## config.mk

```make
export PLATFORM = sky130hd
export DESIGN_NAME = nnrv_decode_stage
export DESIGN_NICKNAME = d
export VERILOG_FILES = /design/src/hw/nnrv_pkg.sv /design/src/hw/nnrv_decode_stage.sv /design/src/hw/nnrv_issue_reg.sv /design/src/hw/nnrv_branch_unit.sv /design/src/hw/nnrv_hazard_unit.sv /design/src/hw/nnrv_instr_decoder.sv
export SDC_FILE = /design/constraint.sdc
export NUM_CORES = 1
export LEC_CHECK = 0
export BUFFER_PORTS_ARGS = -buffer_cell sky130_fd_sc_hd__buf_2
export CORE_ASPECT_RATIO = 1.75
export CORE_MARGIN = 2
export CORE_UTILIZATION = 40
export DETAILED_ROUTE_END_ITERATION = 8
export PLACE_DENSITY_LB_ADDON = 0.08
export SETUP_SLACK_MARGIN = 0.5
export SLEW_MARGIN = 20
export SYNTH_ARGS = -nofsm -noshare
export SYNTH_HDL_FRONTEND = slang
export SYNTH_SLANG_ARGS = --single-unit
```

## constraint.sdc

```tcl
create_clock -name i_clk -period 12.9 [get_ports i_clk]
set_clock_uncertainty 0.1 [all_clocks]
set_input_delay 1.29 -clock i_clk [delete_from_list [all_inputs] [get_ports i_clk]]
set_output_delay 1.29 -clock i_clk [all_outputs]
set_load 0.03 [all_outputs]
```

## src/hw/nnrv_pkg.sv

```systemverilog
`default_nettype none

package nnrv_pkg;

        localparam int XLEN        = 64;
        localparam int INSTR_WIDTH = 32;
        localparam int MASK_WIDTH  = 8;
        localparam int REG_IDX_W   = 5;

        // addi x0, x0, 0 is the canonical nop.
        localparam logic [INSTR_WIDTH-1:0] NOP_INSTR = 32'h0000_0013;

        typedef enum logic [6:0] {
                OP_IMM   = 7'b0010011,
                LUI      = 7'b0110111,
                AUIPC    = 7'b0010111,
                OP       = 7'b0110011,
                JAL      = 7'b1101111,
                BRANCH   = 7'b1100011,
                LOAD     = 7'b0000011,
                STORE    = 7'b0100011,
                MISC_MEM = 7'b0001111,
                SYSTEM   = 7'b1110011
        } opcode_e;

        // op_nop must stay at zero so that a cleared bundle is a bubble.
        typedef enum logic [3:0] {
                OP_NOP, OP_ADD, OP_SUB, OP_SLT, OP_SLTU,
                OP_XOR, OP_OR, OP_AND, OP_SLL, OP_SRL,
                OP_SRA, OP_JMP, OP_LOAD, OP_STORE
        } exec_op_e;

        typedef enum logic [2:0] {
                ADD_SUB = 3'b000,
                SLL     = 3'b001,
                SLT     = 3'b010,
                SLTU    = 3'b011,
                XOR     = 3'b100,
                SRL_SRA = 3'b101,
                OR      = 3'b110,
                AND     = 3'b111
        } alu_f3_e;

        typedef enum logic [2:0] {
                BEQ  = 3'b000,
                BNE  = 3'b001,
                BLT  = 3'b100,
                BGE  = 3'b101,
                BLTU = 3'b110,
                BGEU = 3'b111
        } branch_f3_e;

        typedef struct packed {
                opcode_e              opcode;
                logic [2:0]           funct3;
                logic [REG_IDX_W-1:0] rd;
                logic [REG_IDX_W-1:0] rs1;
                logic [REG_IDX_W-1:0] rs2;
                logic                 alt;
                logic [5:0]           shamt;
                logic [XLEN-1:0]      imm_i;
                logic [XLEN-1:0]      imm_s;
                logic [XLEN-1:0]      imm_b;
                logic [XLEN-1:0]      imm_u;
                logic [XLEN-1:0]      imm_j;
                logic                 rs1_used;
                logic                 rs2_used;
        } decoded_t;

        typedef struct packed {
                logic                 en;
                logic                 ready;
                logic [REG_IDX_W-1:0] rd;
                logic [XLEN-1:0]      data;
        } wb_port_t;

        typedef struct packed {
                logic [XLEN-1:0]       pc;
                logic [XLEN-1:0]       op1;
                logic [XLEN-1:0]       op2;
                exec_op_e              op;
                logic                  rd_en;
                logic [REG_IDX_W-1:0]  rd;
                logic [MASK_WIDTH-1:0] ram_mask;
                logic                  sign;
        } exec_bus_t;

        typedef struct packed {
                logic            taken;
                logic [XLEN-1:0] pc;
        } jump_t;

endpackage

`default_nettype wire
```

## src/hw/nnrv_decode_stage.sv

```systemverilog
`default_nettype none

module nnrv_decode_stage (
        input  wire logic                             i_clk,
        input  wire logic                             i_rst,

        input  wire logic [nnrv_pkg::INSTR_WIDTH-1:0] i_if_instr,
        input  wire logic [nnrv_pkg::XLEN-1:0]        i_if_pc,
        output logic                                  o_if_jmp_stall,
        output logic [nnrv_pkg::XLEN-1:0]             o_if_jmp_pc,
        output logic                                  o_if_hazard_stall,

        output logic [nnrv_pkg::REG_IDX_W-1:0]        o_reg_r1,
        output logic [nnrv_pkg::REG_IDX_W-1:0]        o_reg_r2,
        input  wire logic [nnrv_pkg::XLEN-1:0]        i_reg_r1_reg,
        input  wire logic [nnrv_pkg::XLEN-1:0]        i_reg_r2_reg,

        input  wire nnrv_pkg::wb_port_t               i_exec_wb,
        input  wire nnrv_pkg::wb_port_t               i_mem_wb,
        output nnrv_pkg::exec_bus_t                   o_exec
);

        nnrv_pkg::decoded_t          dec;
        nnrv_pkg::jump_t             jump_d;
        nnrv_pkg::jump_t             jump_q;
        logic                        stall;
        logic [nnrv_pkg::XLEN-1:0]   rs1_val;
        logic [nnrv_pkg::XLEN-1:0]   rs2_val;

        assign o_if_jmp_stall    = jump_q.taken;
        assign o_if_jmp_pc       = jump_q.pc;
        assign o_if_hazard_stall = stall;
        assign o_reg_r1          = dec.rs1;
        assign o_reg_r2          = dec.rs2;

        nnrv_instr_decoder nnrv_instr_decoder_inst (
                .i_instr  (i_if_instr),
                .i_squash (jump_q.taken),
                .o_dec    (dec)
        );

        nnrv_hazard_unit nnrv_hazard_unit_inst (
                .i_dec        (dec),
                .i_issued     (o_exec),
                .i_exec_wb    (i_exec_wb),
                .i_mem_wb     (i_mem_wb),
                .i_reg_r1_reg (i_reg_r1_reg),
                .i_reg_r2_reg (i_reg_r2_reg),
                .o_stall      (stall),
                .o_rs1_val    (rs1_val),
                .o_rs2_val    (rs2_val)
        );

        nnrv_branch_unit nnrv_branch_unit_inst (
                .i_dec     (dec),
                .i_pc      (i_if_pc),
                .i_rs1_val (rs1_val),
                .i_rs2_val (rs2_val),
                .o_jump    (jump_d)
        );

        nnrv_issue_reg nnrv_issue_reg_inst (
                .i_clk     (i_clk),
                .i_rst     (i_rst),
                .i_dec     (dec),
                .i_pc      (i_if_pc),
                .i_rs1_val (rs1_val),
                .i_rs2_val (rs2_val),
                .i_stall   (stall),
                .i_jump    (jump_d),
                .o_exec    (o_exec),
                .o_jump    (jump_q)
        );

endmodule

`default_nettype wire

```

## src/hw/nnrv_issue_reg.sv

```systemverilog
`default_nettype none

module nnrv_issue_reg (
        input  wire logic                      i_clk,
        input  wire logic                      i_rst,
        input  wire nnrv_pkg::decoded_t        i_dec,
        input  wire logic [nnrv_pkg::XLEN-1:0] i_pc,
        input  wire logic [nnrv_pkg::XLEN-1:0] i_rs1_val,
        input  wire logic [nnrv_pkg::XLEN-1:0] i_rs2_val,
        input  wire logic                      i_stall,
        input  wire nnrv_pkg::jump_t           i_jump,
        output nnrv_pkg::exec_bus_t            o_exec,
        output nnrv_pkg::jump_t                o_jump
);

        nnrv_pkg::exec_bus_t exec_d;
        nnrv_pkg::alu_f3_e   alu_f3;
        logic                is_shift;

        function automatic nnrv_pkg::exec_op_e alu_op(input nnrv_pkg::alu_f3_e f3,
                                                      input logic alt, input logic reg_op);
                case (f3)
                nnrv_pkg::ADD_SUB: return (alt && reg_op) ? nnrv_pkg::OP_SUB : nnrv_pkg::OP_ADD;
                nnrv_pkg::SLL:     return nnrv_pkg::OP_SLL;
                nnrv_pkg::SLT:     return nnrv_pkg::OP_SLT;
                nnrv_pkg::SLTU:    return nnrv_pkg::OP_SLTU;
                nnrv_pkg::XOR:     return nnrv_pkg::OP_XOR;
                nnrv_pkg::SRL_SRA: return alt ? nnrv_pkg::OP_SRA : nnrv_pkg::OP_SRL;
                nnrv_pkg::OR:      return nnrv_pkg::OP_OR;
                default:           return nnrv_pkg::OP_AND;
                endcase
        endfunction

        // funct3 low bits select the access size for both loads and stores.
        function automatic logic [nnrv_pkg::MASK_WIDTH-1:0] size_mask(input logic [1:0] size);
                case (size)
                2'd0:    return 8'h01;
                2'd1:    return 8'h03;
                2'd2:    return 8'h0f;
                default: return 8'hff;
                endcase
        endfunction

        assign alu_f3   = nnrv_pkg::alu_f3_e'(i_dec.funct3);
        assign is_shift = (alu_f3 == nnrv_pkg::SLL) || (alu_f3 == nnrv_pkg::SRL_SRA);

        always_comb begin
                exec_d = '0;
                if (!i_stall) begin
                        exec_d.pc = i_pc;
                        exec_d.rd = i_dec.rd;
                        case (i_dec.opcode)
                        nnrv_pkg::OP_IMM: begin
                                exec_d.op    = alu_op(alu_f3, i_dec.alt, 1'b0);
                                exec_d.rd_en = 1'b1;
                                exec_d.op1   = i_rs1_val;
                                exec_d.op2   = is_shift ?
                                               {{(nnrv_pkg::XLEN-6){1'b0}}, i_dec.shamt} :
                                               i_dec.imm_i;
                        end
                        nnrv_pkg::OP: begin
                                exec_d.op    = alu_op(alu_f3, i_dec.alt, 1'b1);
                                exec_d.rd_en = 1'b1;
                                exec_d.op1   = i_rs1_val;
                                exec_d.op2   = is_shift ?
                                               {{(nnrv_pkg::XLEN-6){1'b0}}, i_rs2_val[5:0]} :
                                               i_rs2_val;
                        end
                        nnrv_pkg::LUI, nnrv_pkg::AUIPC: begin
                                exec_d.op    = nnrv_pkg::OP_ADD;
                                exec_d.rd_en = 1'b1;
                                exec_d.op1   = (i_dec.opcode == nnrv_pkg::AUIPC) ? i_pc : i_rs1_val;
                                exec_d.op2   = i_dec.imm_u;
                        end
                        nnrv_pkg::JAL: begin
                                exec_d.op    = nnrv_pkg::OP_JMP;
                                exec_d.rd_en = 1'b1;
                        end
                        nnrv_pkg::BRANCH: exec_d.op = nnrv_pkg::OP_NOP;
                        nnrv_pkg::LOAD: begin
                                exec_d.op       = nnrv_pkg::OP_LOAD;
                                exec_d.rd_en    = 1'b1;
                                exec_d.op2      = i_rs1_val + i_dec.imm_i;
                                exec_d.ram_mask = (i_dec.funct3 == 3'b111) ?
                                                  '0 : size_mask(i_dec.funct3[1:0]);
                                // lb, lh and lw extend the sign. ld has nothing to extend.
                                exec_d.sign     = !i_dec.funct3[2] && (i_dec.funct3[1:0] != 2'b11);
                        end
                        nnrv_pkg::STORE: begin
                                exec_d.op       = nnrv_pkg::OP_STORE;
                                exec_d.op1      = i_rs2_val;
                                exec_d.op2      = i_rs1_val + i_dec.imm_s;
                                exec_d.ram_mask = i_dec.funct3[2] ?
                                                  '0 : size_mask(i_dec.funct3[1:0]);
                        end
                        default: exec_d = '0;
                        endcase
                end
        end

        always_ff @(posedge i_clk or posedge i_rst) begin
                if (i_rst) begin
                        o_exec <= '0;
                        o_jump <= '0;
                end else begin
                        o_exec <= exec_d;
                        o_jump <= i_stall ? '0 : i_jump;
                end
        end

endmodule

`default_nettype wire

```

## src/hw/nnrv_branch_unit.sv

```systemverilog
`default_nettype none

module nnrv_branch_unit (
        input  wire nnrv_pkg::decoded_t        i_dec,
        input  wire logic [nnrv_pkg::XLEN-1:0] i_pc,
        input  wire logic [nnrv_pkg::XLEN-1:0] i_rs1_val,
        input  wire logic [nnrv_pkg::XLEN-1:0] i_rs2_val,
        output nnrv_pkg::jump_t                o_jump
);

        always_comb begin
                o_jump = '0;
                case (i_dec.opcode)
                nnrv_pkg::JAL: begin
                        o_jump.taken = 1'b1;
                        o_jump.pc    = i_pc + i_dec.imm_j;
                end
                nnrv_pkg::BRANCH: begin
                        o_jump.pc = i_pc + i_dec.imm_b;
                        case (nnrv_pkg::branch_f3_e'(i_dec.funct3))
                        nnrv_pkg::BEQ:  o_jump.taken = (i_rs1_val == i_rs2_val);
                        nnrv_pkg::BNE:  o_jump.taken = (i_rs1_val != i_rs2_val);
                        nnrv_pkg::BLT:  o_jump.taken = ($signed(i_rs1_val) < $signed(i_rs2_val));
                        nnrv_pkg::BGE:  o_jump.taken = ($signed(i_rs1_val) >= $signed(i_rs2_val));
                        nnrv_pkg::BLTU: o_jump.taken = (i_rs1_val < i_rs2_val);
                        nnrv_pkg::BGEU: o_jump.taken = (i_rs1_val >= i_rs2_val);
                        // funct3 2 and 3 are not branches.
                        default:        o_jump = '0;
                        endcase
                end
                default: o_jump = '0;
                endcase
        end

endmodule

`default_nettype wire

```

## src/hw/nnrv_hazard_unit.sv

```systemverilog
`default_nettype none

module nnrv_hazard_unit (
        input  wire nnrv_pkg::decoded_t        i_dec,
        input  wire nnrv_pkg::exec_bus_t       i_issued,
        input  wire nnrv_pkg::wb_port_t        i_exec_wb,
        input  wire nnrv_pkg::wb_port_t        i_mem_wb,
        input  wire logic [nnrv_pkg::XLEN-1:0] i_reg_r1_reg,
        input  wire logic [nnrv_pkg::XLEN-1:0] i_reg_r2_reg,
        output logic                           o_stall,
        output logic [nnrv_pkg::XLEN-1:0]      o_rs1_val,
        output logic [nnrv_pkg::XLEN-1:0]      o_rs2_val
);

        nnrv_pkg::wb_port_t issued_port;

        function automatic logic hit(input nnrv_pkg::wb_port_t port, input logic used,
                                     input logic [nnrv_pkg::REG_IDX_W-1:0] idx);
                return port.en && used && (idx != '0) && (port.rd == idx);
        endfunction

        function automatic logic waits(input nnrv_pkg::wb_port_t port,
                                       input nnrv_pkg::decoded_t dec);
                return !port.ready && (hit(port, dec.rs1_used, dec.rs1) ||
                                       hit(port, dec.rs2_used, dec.rs2));
        endfunction

        // the nearer stage holds the younger value, so execute wins over memory.
        function automatic logic [nnrv_pkg::XLEN-1:0] fwd(
                input nnrv_pkg::wb_port_t ex, input nnrv_pkg::wb_port_t mem,
                input logic used, input logic [nnrv_pkg::REG_IDX_W-1:0] idx,
                input logic [nnrv_pkg::XLEN-1:0] rf_val);
                if (ex.ready && hit(ex, used, idx))
                        return ex.data;
                if (mem.ready && hit(mem, used, idx))
                        return mem.data;
                return rf_val;
        endfunction

        // the instruction issued last cycle has no result yet in any stage.
        assign issued_port = '{en: i_issued.rd_en, ready: 1'b0, rd: i_issued.rd, data: '0};

        assign o_stall = waits(issued_port, i_dec) || waits(i_exec_wb, i_dec) ||
                         waits(i_mem_wb, i_dec);

        assign o_rs1_val = fwd(i_exec_wb, i_mem_wb, i_dec.rs1_used, i_dec.rs1, i_reg_r1_reg);
        assign o_rs2_val = fwd(i_exec_wb, i_mem_wb, i_dec.rs2_used, i_dec.rs2, i_reg_r2_reg);

endmodule

`default_nettype wire

```

## src/hw/nnrv_instr_decoder.sv

```systemverilog
`default_nettype none

module nnrv_instr_decoder (
        input  wire logic [nnrv_pkg::INSTR_WIDTH-1:0] i_instr,
        input  wire logic                             i_squash,
        output nnrv_pkg::decoded_t                    o_dec
);

        logic [nnrv_pkg::INSTR_WIDTH-1:0] instr;
        logic                             sign;

        // the slot right behind a taken jump was fetched from the old path.
        assign instr = i_squash ? nnrv_pkg::NOP_INSTR : i_instr;
        assign sign  = instr[31];

        always_comb begin
                o_dec.opcode = nnrv_pkg::opcode_e'(instr[6:0]);
                o_dec.funct3 = instr[14:12];
                o_dec.rd     = instr[11:7];
                o_dec.rs1    = instr[19:15];
                o_dec.rs2    = instr[24:20];
                o_dec.alt    = instr[30];
                o_dec.shamt  = instr[25:20];

                o_dec.imm_i = {{(nnrv_pkg::XLEN-12){sign}}, instr[31:20]};
                o_dec.imm_s = {{(nnrv_pkg::XLEN-12){sign}}, instr[31:25], instr[11:7]};
                o_dec.imm_b = {{(nnrv_pkg::XLEN-13){sign}}, instr[31], instr[7],
                               instr[30:25], instr[11:8], 1'b0};
                o_dec.imm_u = {{(nnrv_pkg::XLEN-32){sign}}, instr[31:12], 12'b0};
                o_dec.imm_j = {{(nnrv_pkg::XLEN-21){sign}}, instr[31], instr[19:12],
                               instr[20], instr[30:21], 1'b0};

                case (o_dec.opcode)
                nnrv_pkg::OP, nnrv_pkg::BRANCH, nnrv_pkg::STORE: begin
                        o_dec.rs1_used = 1'b1;
                        o_dec.rs2_used = 1'b1;
                end
                nnrv_pkg::OP_IMM, nnrv_pkg::LOAD: begin
                        o_dec.rs1_used = 1'b1;
                        o_dec.rs2_used = 1'b0;
                end
                default: begin
                        o_dec.rs1_used = 1'b0;
                        o_dec.rs2_used = 1'b0;
                end
                endcase
        end

endmodule

`default_nettype wire

```

==> impl_metrics.yaml <==
run_status:
  status: "finished clean"
clocking:
  clk_latency_ps: 620
  hold_buffers: 0
  cts_root_buf: "clkbuf_16"
  path_clk_slew_ps: 80
  cts_resized: 0
  clock-sinks: 272
  clockBufferDepth: 3
  cts_buffers: 29
  postCtsSetupBuffers: 0
  h-tree-depth: 1
  cts_tree: "yes"
die:
  die_area_um2: 66700
  placementRows: 123
  core_region_area_um2: 64200
  die_w_um: 196
  start_util_pct: 40.3
  io_pins: 655
  die_h_um: 340
pwr:
  p_leak_nw: 14.7
  peakVddDrop_uv: 98.3
  powerDensity_nw_per_um2: 88.6
flow_run:
  cap_viol_max_count: 0
timing:
  rsz0062_at_grt: "false"
  min_period_ps: 7180
  finalHoldViolCount: 0
  setup_viol: 0
  tns_ps: 0
  min_period_over_period_pct: 55.7
  max_freq_ghz: 0.139
  slew_headroom_pct: 22.5
  tightest_slew_ps: 1160
  drv_slew: 0
  hold_slack_ps: 660
yosys:
  yosysTopAreaCell: "dfrtp_1"
  yosys.area.top_type_share_pct: 26.3
  ys_seq_area_share_pct: 26.3
  synthArstFlopShare_pct: 100
  synth_edf_count: 0
  synth.distinct_cells: 83
  syn_nets: 3830
  ys_ff_latch: 272
  yosys_most_used_dff: "dfrtp_1"
  ys_top_cells_by_area: "dfrtp_1 26%, ha_1 9.8%, a21oi_1 8.0%"
  avgSynthCellArea_um2: 7.94
  yosys_warnings: 0
  synthCells: 3257
  syn_area_um2: 25800
finish:
  postLayoutCoreUtil_pct: 47.9
  layout.nets: 4347
  final_common_cell: "buf_2"
  synthToLayoutAreaGrowth_pct: 19.0
  n_fill_cell: 6608
  drive_gt1_share_pct: 22.6
  mostFrequentLayoutCells: "654 x buf_2, 409 x a21oi_1, 360 x nor2_1, 271 x dfrtp_1, 202 x ha_1"
routing:
  routedWlPerCell_um: 30.1
  vias: 29700
  finalWirelength_um: 139000
  drt_iter0_drc: 2970
  ant_nets: 0
  drcViolationCount: 0
  dr.pass1.iters: 8
  via_per_inst: 6.43
worst_setup_path:
  worstSetupEndpointType: "register"
  critPathLaunchType: "register"
  worst_path_largest_cell_delay_ps: 820
  cp_max_fo: 63
  worstPathRequired_ps: 13340
  worstPathArrival_ps: 7620
  worst_path_max_delay_cell: "o311ai_0"
  crit_path_frequent_cell: "buf_4"
  critPathKind: "register to register"
  path_cells: "buf_4 -> nand2b_1 -> o21ai_0 -> nor2_1 -> nand4_1 -> buf_4 -> nor2_4 -> buf_4 -> buf_4 -> mux2i_1 -> nand2_1 -> o21ai_1 -> ha_1 -> a21o_1 -> a21o_1 -> a2111oi_0 -> o211ai_1 -> o311ai_0 -> nand2_1 -> o22ai_1 -> o31ai_1 -> a21oi_1 -> a2bb2oi_1"
min_path:
  hold_class: "primary input to asynchronous set/reset pin"
placement:
  gp_congestion: 1.02
  io_buffer_count: 654
  dp_hpwl_um: 110000
global_route:
  grt_usage_pct: 40.3
  grt_first_pass_wirelength_um: 198000
  grt_overflow: 0
  grt_max_degree: 98
  grt_pass1_vias: 29300
  antenna_found_initial: 21
## critical path, delay by kind of cell (launching register included)
family | cells | cell delay, ps
adders and majority gates | 1 | 320
AOI/OAI and AO/OA | 11 | 2860
and+or+nand+nor | 6 | 1210
DFF | 1 | 350
buffers and inverters | 4 | 1910
muxes | 1 | 230
## metal layers
| layer | global-route usage, % | routed length, µm | vias up |
|---|---|---|---|
| met2 | 70.1 | 67600 | 1618 |
| met5 | 0 | 28 | - |
| met3 | 6.02 | 9900 | 492 |
| li1 | - | - | 13200 |
| met4 | 28.8 | 11700 | 6 |
| met1 | 44.9 | 49900 | 14400 |
## report_power, final
part           switching (W)  internal, W  leakage, nW  total (W)
combinational       0.000621     0.000311         10.5   0.000932
sequential        0.00000634     0.000869         3.76   0.000875
clock               0.000403     0.000514        0.494   0.000918
## state kept, by name, summed over array words and instances (netlist names)
signal                      count
nnrv_issue_reg_inst.o_jump     65
nnrv_issue_reg_inst.o_exec    207
## metrics by stage
step / instances / total power (W) / setup slack, ps / area (µm²)
CTS: 4608 / 0.00272 / 5910 / 30700
global route: 4621 / 0.00283 / 5460 / 30800
detailed placement: 4555 / 0.00180 / 5270 / 29700
global placement: 4555 / 0.00180 / 5360 / 29700
finish: 4622 / 0.00273 / 5720 / 30800
floorplan: 3257 / 0.00145 / 4010 / 25800
## worst paths after layout
kind                                           startpoint                              end  slack [ps]  depth (start not counted)
max                        nnrv_issue_reg_inst.o_jump[64]   nnrv_issue_reg_inst.o_jump[64]        5720                         23
min                                                 i_rst  nnrv_issue_reg_inst.o_exec[158]         660                          2
max reg2reg                nnrv_issue_reg_inst.o_jump[64]   nnrv_issue_reg_inst.o_jump[64]        5720                         23
min reg2reg                nnrv_issue_reg_inst.o_jump[64]   nnrv_issue_reg_inst.o_jump[64]        1130                          4
max in group asynchronous                           i_rst   nnrv_issue_reg_inst.o_exec[82]       10560                          3
min in group i_clk                            i_if_pc[54]  nnrv_issue_reg_inst.o_exec[201]         840                          2
## cells by family (layout without fill, tap and decap cells)
group / count (synthesis) / count (layout) / share of synthesized area [%]
buffers and inverters: 317 / 856 / 4.86
AO/OA/AOI/OAI: 1211 / 1211 / 30.1
multiplexers: 187 / 187 / 7.46
XOR/XNOR: 102 / 102 / 3.46
AND/OR/NAND/NOR: 963 / 963 / 17.8
flip-flops: 272 / 272 / 26.3
adder cells (fa/ha/maj): 205 / 205 / 10.0
other: 0 / 14 / 0
## Yosys cell counts (33+ instances only)
library cell,instances
o21ai_1,41
mux2_2,45
a21oi_1,411
nor2b_1,38
ha_1,202
o21bai_1,37
a31oi_1,43
dfrtp_1,272
a221oi_1,39
xor2_1,35
inv_1,99
xnor2_1,67
clkbuf_1,176
nor3_1,49
a21o_1,103
a211oi_1,33
nand2_1,200
and2_1,84
nand4_1,69
o21ai_0,191
mux2i_1,142
a222oi_1,41
nand3_1,42
o22ai_1,47
nor2_1,362
## area by class of cell
class	instances	area (µm²)	area share (%)
Clock inverter	17	219	0.712
Multi-Input combinational cell	2668	17900	58.1
Inverter	99	379	1.23
Tap cell	812	1020	3.30
Timing Repair Buffer	704	3650	11.9
Clock buffer	36	782	2.54
Sequential cell	272	6810	22.1
Antenna cell	14	35.0	0.114
(Power assumes the default switching activity.)
